File: src/verilog/tcdm_pkg.sv
// tcdm shared types
package tcdm_pkg;

  // bus widths
  localparam int unsigned AddrWidth = 32;
  localparam int unsigned DataWidth = 32;
  localparam int unsigned BeWidth   = DataWidth / 8;  // one enable per byte
  localparam int unsigned IdxWidth  = 2;

  // byte address
  typedef logic [AddrWidth-1:0] addr_t;

  // data word
  typedef logic [DataWidth-1:0] data_t;

  // byte enables
  typedef logic [BeWidth-1:0] be_t;

  // decoded bank index
  typedef logic [IdxWidth-1:0] port_idx_t;

  // index values, zero means unmapped
  localparam port_idx_t IDX_NONE  = port_idx_t'(2'd0);
  localparam port_idx_t IDX_BANK0 = port_idx_t'(2'd1);
  localparam port_idx_t IDX_BANK1 = port_idx_t'(2'd2);

endpackage

File: src/verilog/tcdm_addr_decode.sv
// TCDM address decoder
`timescale 1ns/1ps

module tcdm_addr_decode (
  input  tcdm_pkg::addr_t     addr_i,
  input  tcdm_pkg::addr_t     map0_start_i,
  input  tcdm_pkg::addr_t     map0_end_i,
  input  tcdm_pkg::addr_t     map1_start_i,
  input  tcdm_pkg::addr_t     map1_end_i,
  output tcdm_pkg::port_idx_t idx_o
);

  logic hit0;
  logic hit1;

  // half-open ranges, end address excluded
  assign hit0 = (addr_i >= map0_start_i) && (addr_i < map0_end_i);
  assign hit1 = (addr_i >= map1_start_i) && (addr_i < map1_end_i);

  // rule 1 wins on overlap
  always_comb begin
    if (hit1) begin
      idx_o = tcdm_pkg::IDX_BANK1;
    end else if (hit0) begin
      idx_o = tcdm_pkg::IDX_BANK0;
    end else begin
      idx_o = tcdm_pkg::IDX_NONE;  // unmapped, never granted
    end
  end

endmodule

File: src/verilog/tcdm_id_fifo.sv
// response ID FIFO
`timescale 1ns/1ps

module tcdm_id_fifo #(
  parameter int unsigned Depth = 4
) (
  input  logic                clk_i,
  input  logic                rst_ni,
  input  logic                push_i,
  input  tcdm_pkg::port_idx_t idx_i,
  input  logic                pop_i,
  output tcdm_pkg::port_idx_t idx_o,
  output logic                full_o,
  output logic                empty_o
);

  localparam int unsigned PtrBits = (Depth > 1) ? $clog2(Depth) : 1;

  typedef logic [PtrBits-1:0] ptr_t;
  typedef logic [PtrBits:0]   count_t;

  tcdm_pkg::port_idx_t buf_q [Depth];
  ptr_t                wr_ptr_q;
  ptr_t                rd_ptr_q;
  count_t              count_q;
  logic                push_en;
  logic                pop_en;

  // wrap at Depth, which need not be a power of two
  function automatic ptr_t next_ptr(input ptr_t ptr);
    next_ptr = (ptr == ptr_t'(Depth - 1)) ? '0 : ptr + 1'b1;
  endfunction

  assign full_o  = (count_q == count_t'(Depth));
  assign empty_o = (count_q == '0);

  assign pop_en  = pop_i & ~empty_o;
  assign push_en = push_i & (~full_o | pop_en);  // push on full only with a pop

  // idle head reads as unmapped
  assign idx_o = empty_o ? tcdm_pkg::IDX_NONE : buf_q[rd_ptr_q];

  always_ff @(posedge clk_i or negedge rst_ni) begin
    if (!rst_ni) begin
      wr_ptr_q <= '0;
      rd_ptr_q <= '0;
      count_q  <= '0;
    end else begin
      if (push_en) wr_ptr_q <= next_ptr(wr_ptr_q);
      if (pop_en) rd_ptr_q <= next_ptr(rd_ptr_q);
      case ({push_en, pop_en})
        2'b10:   count_q <= count_q + 1'b1;
        2'b01:   count_q <= count_q - 1'b1;
        default: count_q <= count_q;  // none, or both at once
      endcase
    end
  end

  // storage
  always_ff @(posedge clk_i) begin
    if (push_en) buf_q[wr_ptr_q] <= idx_i;
  end

endmodule

File: src/verilog/tcdm_demux.sv
// TCDM demux, one requester to two banks
`timescale 1ns/1ps

module tcdm_demux #(
  parameter int unsigned IdFifoDepth   = 4,
  parameter bit          Bank1ReadOnly = 1'b1
) (
  input  logic            clk_i,
  input  logic            rst_ni,
  // requester side
  input  logic            req_i,
  input  logic            we_i,
  input  tcdm_pkg::be_t   be_i,
  input  tcdm_pkg::addr_t addr_i,
  input  tcdm_pkg::data_t wdata_i,
  output logic            gnt_o,
  output logic            rvalid_o,
  output tcdm_pkg::data_t rdata_o,
  // address map
  input  tcdm_pkg::addr_t map0_start_i,
  input  tcdm_pkg::addr_t map0_end_i,
  input  tcdm_pkg::addr_t map1_start_i,
  input  tcdm_pkg::addr_t map1_end_i,
  // bank 0
  output logic            bank0_req_o,
  output logic            bank0_we_o,
  output tcdm_pkg::be_t   bank0_be_o,
  output tcdm_pkg::addr_t bank0_addr_o,
  output tcdm_pkg::data_t bank0_wdata_o,
  input  logic            bank0_gnt_i,
  input  logic            bank0_rvalid_i,
  input  tcdm_pkg::data_t bank0_rdata_i,
  // bank 1
  output logic            bank1_req_o,
  output logic            bank1_we_o,
  output tcdm_pkg::be_t   bank1_be_o,
  output tcdm_pkg::addr_t bank1_addr_o,
  output tcdm_pkg::data_t bank1_wdata_o,
  input  logic            bank1_gnt_i,
  input  logic            bank1_rvalid_i,
  input  tcdm_pkg::data_t bank1_rdata_i
);

  tcdm_pkg::port_idx_t sel_idx;  // decoded from addr_i
  tcdm_pkg::port_idx_t rsp_idx;  // bank of the oldest outstanding request
  logic                fifo_full;
  logic                fifo_empty;
  logic                fifo_push;
  logic                fifo_pop;
  logic                req_ok;

  tcdm_addr_decode u_addr_decode (
    .addr_i       (addr_i),
    .map0_start_i (map0_start_i),
    .map0_end_i   (map0_end_i),
    .map1_start_i (map1_start_i),
    .map1_end_i   (map1_end_i),
    .idx_o        (sel_idx)
  );

  tcdm_id_fifo #(
    .Depth (IdFifoDepth)
  ) u_id_fifo (
    .clk_i   (clk_i),
    .rst_ni  (rst_ni),
    .push_i  (fifo_push),
    .idx_i   (sel_idx),
    .pop_i   (fifo_pop),
    .idx_o   (rsp_idx),
    .full_o  (fifo_full),
    .empty_o (fifo_empty)
  );

  // a bank only sees a request that can be tracked
  assign req_ok = req_i & ~fifo_full;

  assign bank0_req_o   = req_ok & (sel_idx == tcdm_pkg::IDX_BANK0);
  assign bank0_we_o    = we_i;
  assign bank0_be_o    = be_i;
  assign bank0_addr_o  = addr_i;
  assign bank0_wdata_o = wdata_i;

  // read-only bank 1: writes become full-word reads
  assign bank1_req_o   = req_ok & (sel_idx == tcdm_pkg::IDX_BANK1);
  assign bank1_we_o    = Bank1ReadOnly ? 1'b0 : we_i;
  assign bank1_be_o    = Bank1ReadOnly ? '1 : be_i;
  assign bank1_addr_o  = addr_i;
  assign bank1_wdata_o = wdata_i;

  always_comb begin
    gnt_o = 1'b0;
    if (req_ok) begin
      case (sel_idx)
        tcdm_pkg::IDX_BANK0: gnt_o = bank0_gnt_i;
        tcdm_pkg::IDX_BANK1: gnt_o = bank1_gnt_i;
        default:             gnt_o = 1'b0;  // unmapped
      endcase
    end
  end

  assign fifo_push = gnt_o;
  assign fifo_pop  = rvalid_o & ~fifo_empty;

  assign rvalid_o = bank0_rvalid_i | bank1_rvalid_i;

  // responses come back in request order
  always_comb begin
    case (rsp_idx)
      tcdm_pkg::IDX_BANK0: rdata_o = bank0_rdata_i;
      tcdm_pkg::IDX_BANK1: rdata_o = bank1_rdata_i;
      default:             rdata_o = '0;
    endcase
  end

endmodule

File: config.mk
export PLATFORM = sky130hd
export DESIGN_NAME = tcdm_demux
export DESIGN_NICKNAME = d
export VERILOG_FILES = /design/src/verilog/tcdm_pkg.sv /design/src/verilog/tcdm_addr_decode.sv /design/src/verilog/tcdm_id_fifo.sv /design/src/verilog/tcdm_demux.sv
export SDC_FILE = /design/constraint.sdc
export NUM_CORES = 1
export LEC_CHECK = 0
export BUFFER_PORTS_ARGS = -buffer_cell sky130_fd_sc_hd__buf_4
export CAP_MARGIN = 20
export CORE_AREA = 2 2 172 174
export CTS_BUF_LIST = sky130_fd_sc_hd__clkbuf_8
export CTS_CLUSTER_DIAMETER = 120
export DETAILED_ROUTE_END_ITERATION = 8
export DIE_AREA = 0 0 174 176
export PLACE_DENSITY = 0.47
export SLEW_MARGIN = 20
export SYNTH_ARGS = -nofsm -noshare
export SYNTH_HDL_FRONTEND = slang
export SYNTH_HIERARCHICAL = 1
export SYNTH_SLANG_ARGS = --single-unit
File: constraint.sdc
create_clock -name clk_i -period 5.3 [get_ports clk_i]
set_input_delay 1.06 -clock clk_i [delete_from_list [all_inputs] [get_ports clk_i]]
set_output_delay 1.06 -clock clk_i [all_outputs]
set_load 0.05 [all_outputs]
# Word-level counts from Yosys, hierarchy flattened

Memories as Yosys holds them, arrays and structs flattened.
Cells that the tools add are included.

Bits in latches: 0
Memories kept: 1
Bits in registers: 7
Memory bits (read-only): 0
RAM bits: 8
Bits of input ports: 268

Mux-type cells: 11
$lt $le $gt $ge: 4
Add/sub/neg operators: 4
Reduce and logical (&&, ||, !) cells: 4
Equal/unequal tests: 9
$mul: 0
Shift-type cells: 0
Bitwise logic cells: 10
Div/mod/pow operators: 0

Memory list:

| memory          | depth | bits a word | rd ports | clocked after memory_dff | write ports | line               | RTL |
|---|---|---|---|---|---|---|---|
| u_id_fifo.buf_q | 4     | 2           | 1        | 0                        | 1           | tcdm_id_fifo.sv:22 | `tcdm_pkg::port_idx_t buf_q [Depth];` |

Operators with widths:

| operator              | count |
|---|---|
| $ge A32 B32 Y1        | 2 |
| $lt A32 B32 Y1        | 2 |
| $pmux W32 S2          | 1 |
| $eq A2 B2 Y1 const B  | 5 |
| $mux W2               | 4 |
| $and A1 B1 Y1         | 6 |
| $eq A2 B1 Y1 const B  | 3 |
| $pmux W3 S2           | 1 |
| $add A2 B1 Y2 const B | 2 |
| $mux W1               | 4 |
| $add A3 B1 Y3 const B | 1 |
| $eq A3 B3 Y1 const B  | 1 |
| $logic_not A3 Y1      | 1 |
| $sub A3 B1 Y3 const B | 1 |
| $logic_and A1 B1 Y1   | 2 |
| $not A1 Y1            | 2 |
| $or A1 B1 Y1          | 2 |
| $pmux W1 S2           | 1 |
| $reduce_bool A2 Y1    | 1 |

# Longest topological paths before layout

Word-level depth: 10
Depth in mapped cells: 20
Depth with buffers taken out: 20

# Modules after synthesis

Netlist, hierarchy kept.

By module, submodules not included:

| module           | cells each | instances | area an instance (µm²) |
|---|---|---|---|
| tcdm_addr_decode | 429        | 1         | 3146.8 |
| tcdm_demux       | 227        | 1         | 1611.5 |
| tcdm_id_fifo     | 52         | 1         | 759.5 |

# Worst setup path before layout

No wires, ideal clock.

Path kind: in2reg
Start point: input map0_end_i[5]
End point: register u_id_fifo.count_q[2]
Data arrival time: 6.248 ns
Cell stages on the path: 19
Setup slack: -1.073 ns
Path buffers: 0
Library setup time: 0.125 ns
Required time: 5.175 ns
Cell sequence: inv_1 -> ha_1 -> a21o_1 -> a21o_1 -> a2111oi_2 -> o21ai_1 -> a311o_1 -> a2111oi_2 -> inv_1 -> ha_1 -> nor4b_1 -> o21a_4 -> inv_1 -> ha_1 -> inv_1 -> fa_1 -> xor2_1 -> nor2_1 -> xor2_1

Word-level cells in the longest chain between the ends: 10

RTL lines:

| item                                                     | line                   | RTL |
|---|---|---|
| start, declared                                          | tcdm_demux.sv:21       | `input tcdm_pkg::addr_t map0_end_i,` |
| $lt A32 B32 Y1 *                                         | tcdm_addr_decode.sv:17 | `assign hit0 = (addr_i >= map0_start_i) && (addr_i < map0_end_i);` |
| $logic_and A1 B1 Y1 *                                    | tcdm_addr_decode.sv:17 |  |
| $mux W1 *                                                | tcdm_addr_decode.sv:24 | `end else if (hit0) begin` |
| $mux W2 *                                                | tcdm_addr_decode.sv:22 | `if (hit1) begin` |
| net sel_idx[0]                                           | tcdm_demux.sv:44       | `tcdm_pkg::port_idx_t sel_idx;` |
| $eq A2 B2 Y1 / $eq A2 B1 Y1 (equally long branches)      | tcdm_demux.sv:93       | `case (sel_idx)` |
| $pmux W1 S2 *                                            | tcdm_demux.sv:93       |  |
| $mux W1 *                                                | tcdm_demux.sv:92       | `if (req_ok) begin` |
| net gnt_o                                                | tcdm_demux.sv:16       | `output logic gnt_o,` |
| $and A1 B1 Y1 *                                          | tcdm_id_fifo.sv:38     | `assign push_en = push_i & (~full_o \| pop_en);` |
| $eq A2 B1 Y1 / $eq A2 B2 Y1 (equally long branches)      | tcdm_id_fifo.sv:51     | `case ({push_en, pop_en})` |
| $pmux W3 S2 / $reduce_bool A2 Y1 (equally long branches) | --                     |  |
| end signal, assigned                                     | tcdm_id_fifo.sv:52     | `2'b10: count_q <= count_q + 1'b1;` |
| end signal, assigned                                     | tcdm_id_fifo.sv:53     | `2'b01: count_q <= count_q - 1'b1;` |
| end signal, assigned                                     | tcdm_id_fifo.sv:54     | `default: count_q <= count_q;` |
| end, declared                                            | tcdm_id_fifo.sv:25     | `count_t count_q;` |

The timed path passes the listed nets; every way through them passes the cells marked *.
A chain may end at the register's enable or synchronous reset.

# Final worst setup path

Start point: input addr_i[11]
End point: output gnt_o

RTL lines:

| item                                                    | line                   | RTL |
|---|---|---|
| start, declared                                         | tcdm_demux.sv:14       | `input tcdm_pkg::addr_t addr_i,` |
| $ge A32 B32 Y1 / $lt A32 B32 Y1 (equally long branches) | tcdm_addr_decode.sv:18 | `assign hit1 = (addr_i >= map1_start_i) && (addr_i < map1_end_i);` |
| $logic_and A1 B1 Y1 *                                   | tcdm_addr_decode.sv:18 |  |
| $mux W2 *                                               | tcdm_addr_decode.sv:22 |  |
| net sel_idx[1]                                          | tcdm_demux.sv:44       |  |
| $eq A2 B2 Y1 / $eq A2 B1 Y1 (equally long branches)     | tcdm_demux.sv:93       |  |
| $pmux W1 S2 *                                           | tcdm_demux.sv:93       |  |
| $mux W1 *                                               | tcdm_demux.sv:92       |  |
| end, declared                                           | tcdm_demux.sv:16       |  |

Marked as above.

==> impl_metrics.py <==
metrics = {
    "detailed_routing": {
        "dr.pass1.iters": 6,
        "antenna_left": 0,
        "drc": 0,
        "routed_via_density": 4.06,
        "wl_per_cell_um": 16.9,
        "num_vias": 5301,
        "drtIter0Drc": 94,
        "routed_wl_um": 22000,
    },
    "cts": {
        "cts_root_buf": "clkbuf_8",
        "cts.path.max_buffers": 2,
        "insertion_delay_ns": 0.24,
        "htreeDepth": 1,
        "postCtsHoldBufs": 0,
        "cts_made_buffers": 3,
        "cts_tree": "done",
        "clk_pin_slew_worst_paths_ns": 0.06,
        "clock_sinks": 15,
    },
    "synth": {
        "yosys.area_share.adder_pct": 31.2,
        "synth_compound_area_share_pct": 17.5,
        "synth-seq-cells": 15,
        "synth.top_cells.by_count": "139 x buf_4, 139 x inv_1, 136 x ha_1, 43 x nor2_1, 32 x a21oi_1",
        "synth_top_family_by_area": "adder cells",
        "syn_area_um2": 5520,
        "synthArstFlopShare_pct": 46.7,
        "synth_top_area_share_pct": 30.8,
        "yosysSeqAreaShare_pct": 7.53,
        "synth_area_leaders": "ha_1 31%, buf_4 19%, inv_1 9.5%",
        "yosysWarnings": 6,
        "synthSimpleGateAreaFrac_pct": 11.4,
        "synth_xor_xnor_area_share_pct": 0.476,
        "synthMuxAreaShare_pct": 1.95,
        "synth-edff-count": 8,
        "avgSynthCellArea_um2": 7.79,
        "ys_types": 55,
        "postSynthCellCount": 708,
        "synth_top_area_cell": "ha_1",
        "synth_top_flop_cell": "edfxtp_1",
    },
    "timing": {
        "final_max_slew_viol_count": 0,
        "rsz0062_at_grt": "false",
        "period_share_pct": 97.1,
        "setup_viol": 0,
        "hold_violations": 0,
        "maxSlewHeadroom_pct": 36.7,
        "timing.final.crit_period_ns": 5.15,
        "final.setup_skew_ns": 0.00199,
        "tightest_slew_ns": 0.950,
        "max_freq_ghz": 0.194,
    },
    "power_and_ir_drop": {
        "power_density_nw_per_um2": 293,
        "intPower_uw": 879,
        "pwr-share-clk_pct": 3.9,
        "max-vdd-ir-drop_v": 0.000166,
        "power_leakage_uw": 0.00440,
        "switching_share_pct": 60.8,
        "p_sw_uw": 1360,
        "p_total_uw": 2240,
        "seqPwrFrac_pct": 8.4,
        "share_comb_of_total_power_pct": 87.7,
    },
    "finish": {
        "nets": 1327,
        "drive_gt1_share_pct": 41.6,
        "num_antenna_cells": 0,
        "fin_area_um2": 7650,
        "syn_to_final_growth_pct": 38.6,
    },
    "placed_design": {
        "dpl.hpwl_um": 20400,
        "place_area_um2": 7550,
        "gp_congestion": 0.781,
        "io_buffers": 330,
    },
    "floorplan": {
        "die_h_um": 176,
        "coreArea_um2": 28500,
        "fp.dieW_um": 174,
        "die_area_um2": 30600,
        "io_pins": 442,
        "initial_core_util_pct": 19.3,
        "num_rows": 62,
    },
    "worst_setup_path": {
        "path_delay_family": "compound AO/OA/AOI/OAI gates",
        "cp_num_buf_inv": 3,
        "crit_fanout": 3,
        "slowest_delay_ns": 0.41,
        "crit_path_end_kind": "primary output",
        "crit_path_start_kind": "input pin",
        "r2r_setup_slack_ns": 2.83,
        "crit_type": "input pin to primary output",
        "worstPathArrival_ns": 4.09,
        "cp_slowest_cell": "a2111oi_4",
        "required_ns": 4.24,
        "path_cells": "buf_4 -> ha_1 -> a21oi_1 -> o21ai_1 -> a221o_1 -> o311ai_2 -> a211oi_2 -> a2111oi_4 -> inv_1 -> ha_1 -> nor4b_4 -> buf_6",
        "cpMostUsedCell": "ha_1",
    },
    "hold_path": {
        "hold_path_class": "register to register",
    },
    "run": {
        "maxCapViolCount": 0,
    },
    "global_route": {
        "grtUsageTotal_pct": 13.6,
        "antenna_found_initial": 0,
        "grt_pass1_vias": 5381,
        "grt_max_degree": 33,
        "overflow": 0,
        "grt_first_pass_wirelength_um": 31900,
    },
    "run_status": {
        "status": "finished clean",
    },
}
-- worst register-to-register path, stage by stage, from the launching register on --
cell and delay (ns):
dfrtp_1 0.42, or3b_1 0.45, inv_1 0.14, nor4b_4 0.08, buf_4 0.14, o21a_4 0.11
inv_1 0.05, ha_1 0.17, inv_1 0.06, fa_1 0.37, xor2_1 0.15, nor2_1 0.11
xor2_1 0.15
-- per-stage QoR --
| step | hold WS (ns) | setup slack (ns) | setup TNS, ns | cells | util, % |
|---|---|---|---|---|---|
| 2_1_floorplan | 0.455 | 0.0658 | 0 | 711 | - |
| 3_3_place_gp | 0.482 | -0.122 | -0.169 | 1300 | 26.4 |
| 3_5_place_dp | 0.483 | -0.169 | -0.351 | 1300 | 26.4 |
| 4_1_cts | 0.494 | 0.0135 | 0 | 1305 | 26.7 |
| 5_1_grt | 0.509 | 0.00115 | 0 | 1305 | 26.8 |
| 6_report | 0.493 | 0.151 | 0 | 1305 | 26.8 |
-- logic make-up after synthesis --
group,Yosys count
AOI/OAI and AO/OA,136
xor gates and xnor gates,3
adders and majority gates,137
buffers and inverters,287
DFF,15
muxes,7
other,2
and+or+nand+nor,121
-- routing by layer --
layer | track usage [%] | up-vias | share of wire [%]
li1 | - | 2690 | -
met1 | 14.9 | 2324 | 38
met2 | 27.1 | 279 | 53
met3 | 3.40 | 8 | 8.7
met4 | 1.40 | 0 | 0.66
met5 | 0.160 | - | 0
-- power groups by stage --
stage                     clock network, uW  registers, uW  logic, uW
after floorplan                           0            182       1530
after global placement                    0            190       1980
after detailed placement                  0            192       1990
after CTS                              89.8            190       2000
after global routing                   95.9            194       2120
final                                  87.8            189       1970
-- timing repair --
item	CTS	global route
pin swaps	2	5
endpoints found under the setup margin	1	1
setup buffers	1	0
resized for setup	4	4
-- flip-flops by register name, indices dropped and copies added, names as in the netlist --
signal and cells:
u_id_fifo/rd_ptr_q 2, u_id_fifo/count_q 3, u_id_fifo/buf_q 8, u_id_fifo/wr_ptr_q 2
-- cells in the final DEF, fill, tap and decap left out, types with 3 or more instances in the layout --
cell type and n:
a221oi_1 3, nor2b_1 5, a21oi_1 32, clkbuf_8 3, nand2b_1 6, inv_1 140
nand3_1 6, dfrtp_1 7, nor2_1 43, a21o_1 26, and2_2 4, edfxtp_1 8
nor3_1 5, nand2_1 19, a22oi_1 30, o21ai_0 15, ha_1 136, conb_1 5
and4_1 8, a22oi_2 3, buf_4 353, nand4_1 15
-- final timing paths --
check,startpoint,endpoint,cells past startpoint
min in group asynchronous,rst_ni,u_id_fifo/count_q[0]$_DFFE_PN0P_,1
setup / recovery,addr_i[11],gnt_o,12
hold reg to reg,u_id_fifo/count_q[2]$_DFFE_PN0P_,u_id_fifo/count_q[2]$_DFFE_PN0P_,1
max in group asynchronous,rst_ni,u_id_fifo/count_q[2]$_DFFE_PN0P_,1
hold / removal,u_id_fifo/count_q[2]$_DFFE_PN0P_,u_id_fifo/count_q[2]$_DFFE_PN0P_,1
setup reg to reg,u_id_fifo/count_q[0]$_DFFE_PN0P_,u_id_fifo/count_q[2]$_DFFE_PN0P_,12
-- cell type report --
type	count	area, um2
Sequential cell	15	415
Tap cell	384	480
Inverter	139	522
Fill cell	3218	20900
Multi-Input combinational cell	409	3520
Clock buffer	3	41.3
Clock inverter	1	3.75
Timing Repair Buffer	354	2660
Power figures use the tool's default switching activity.
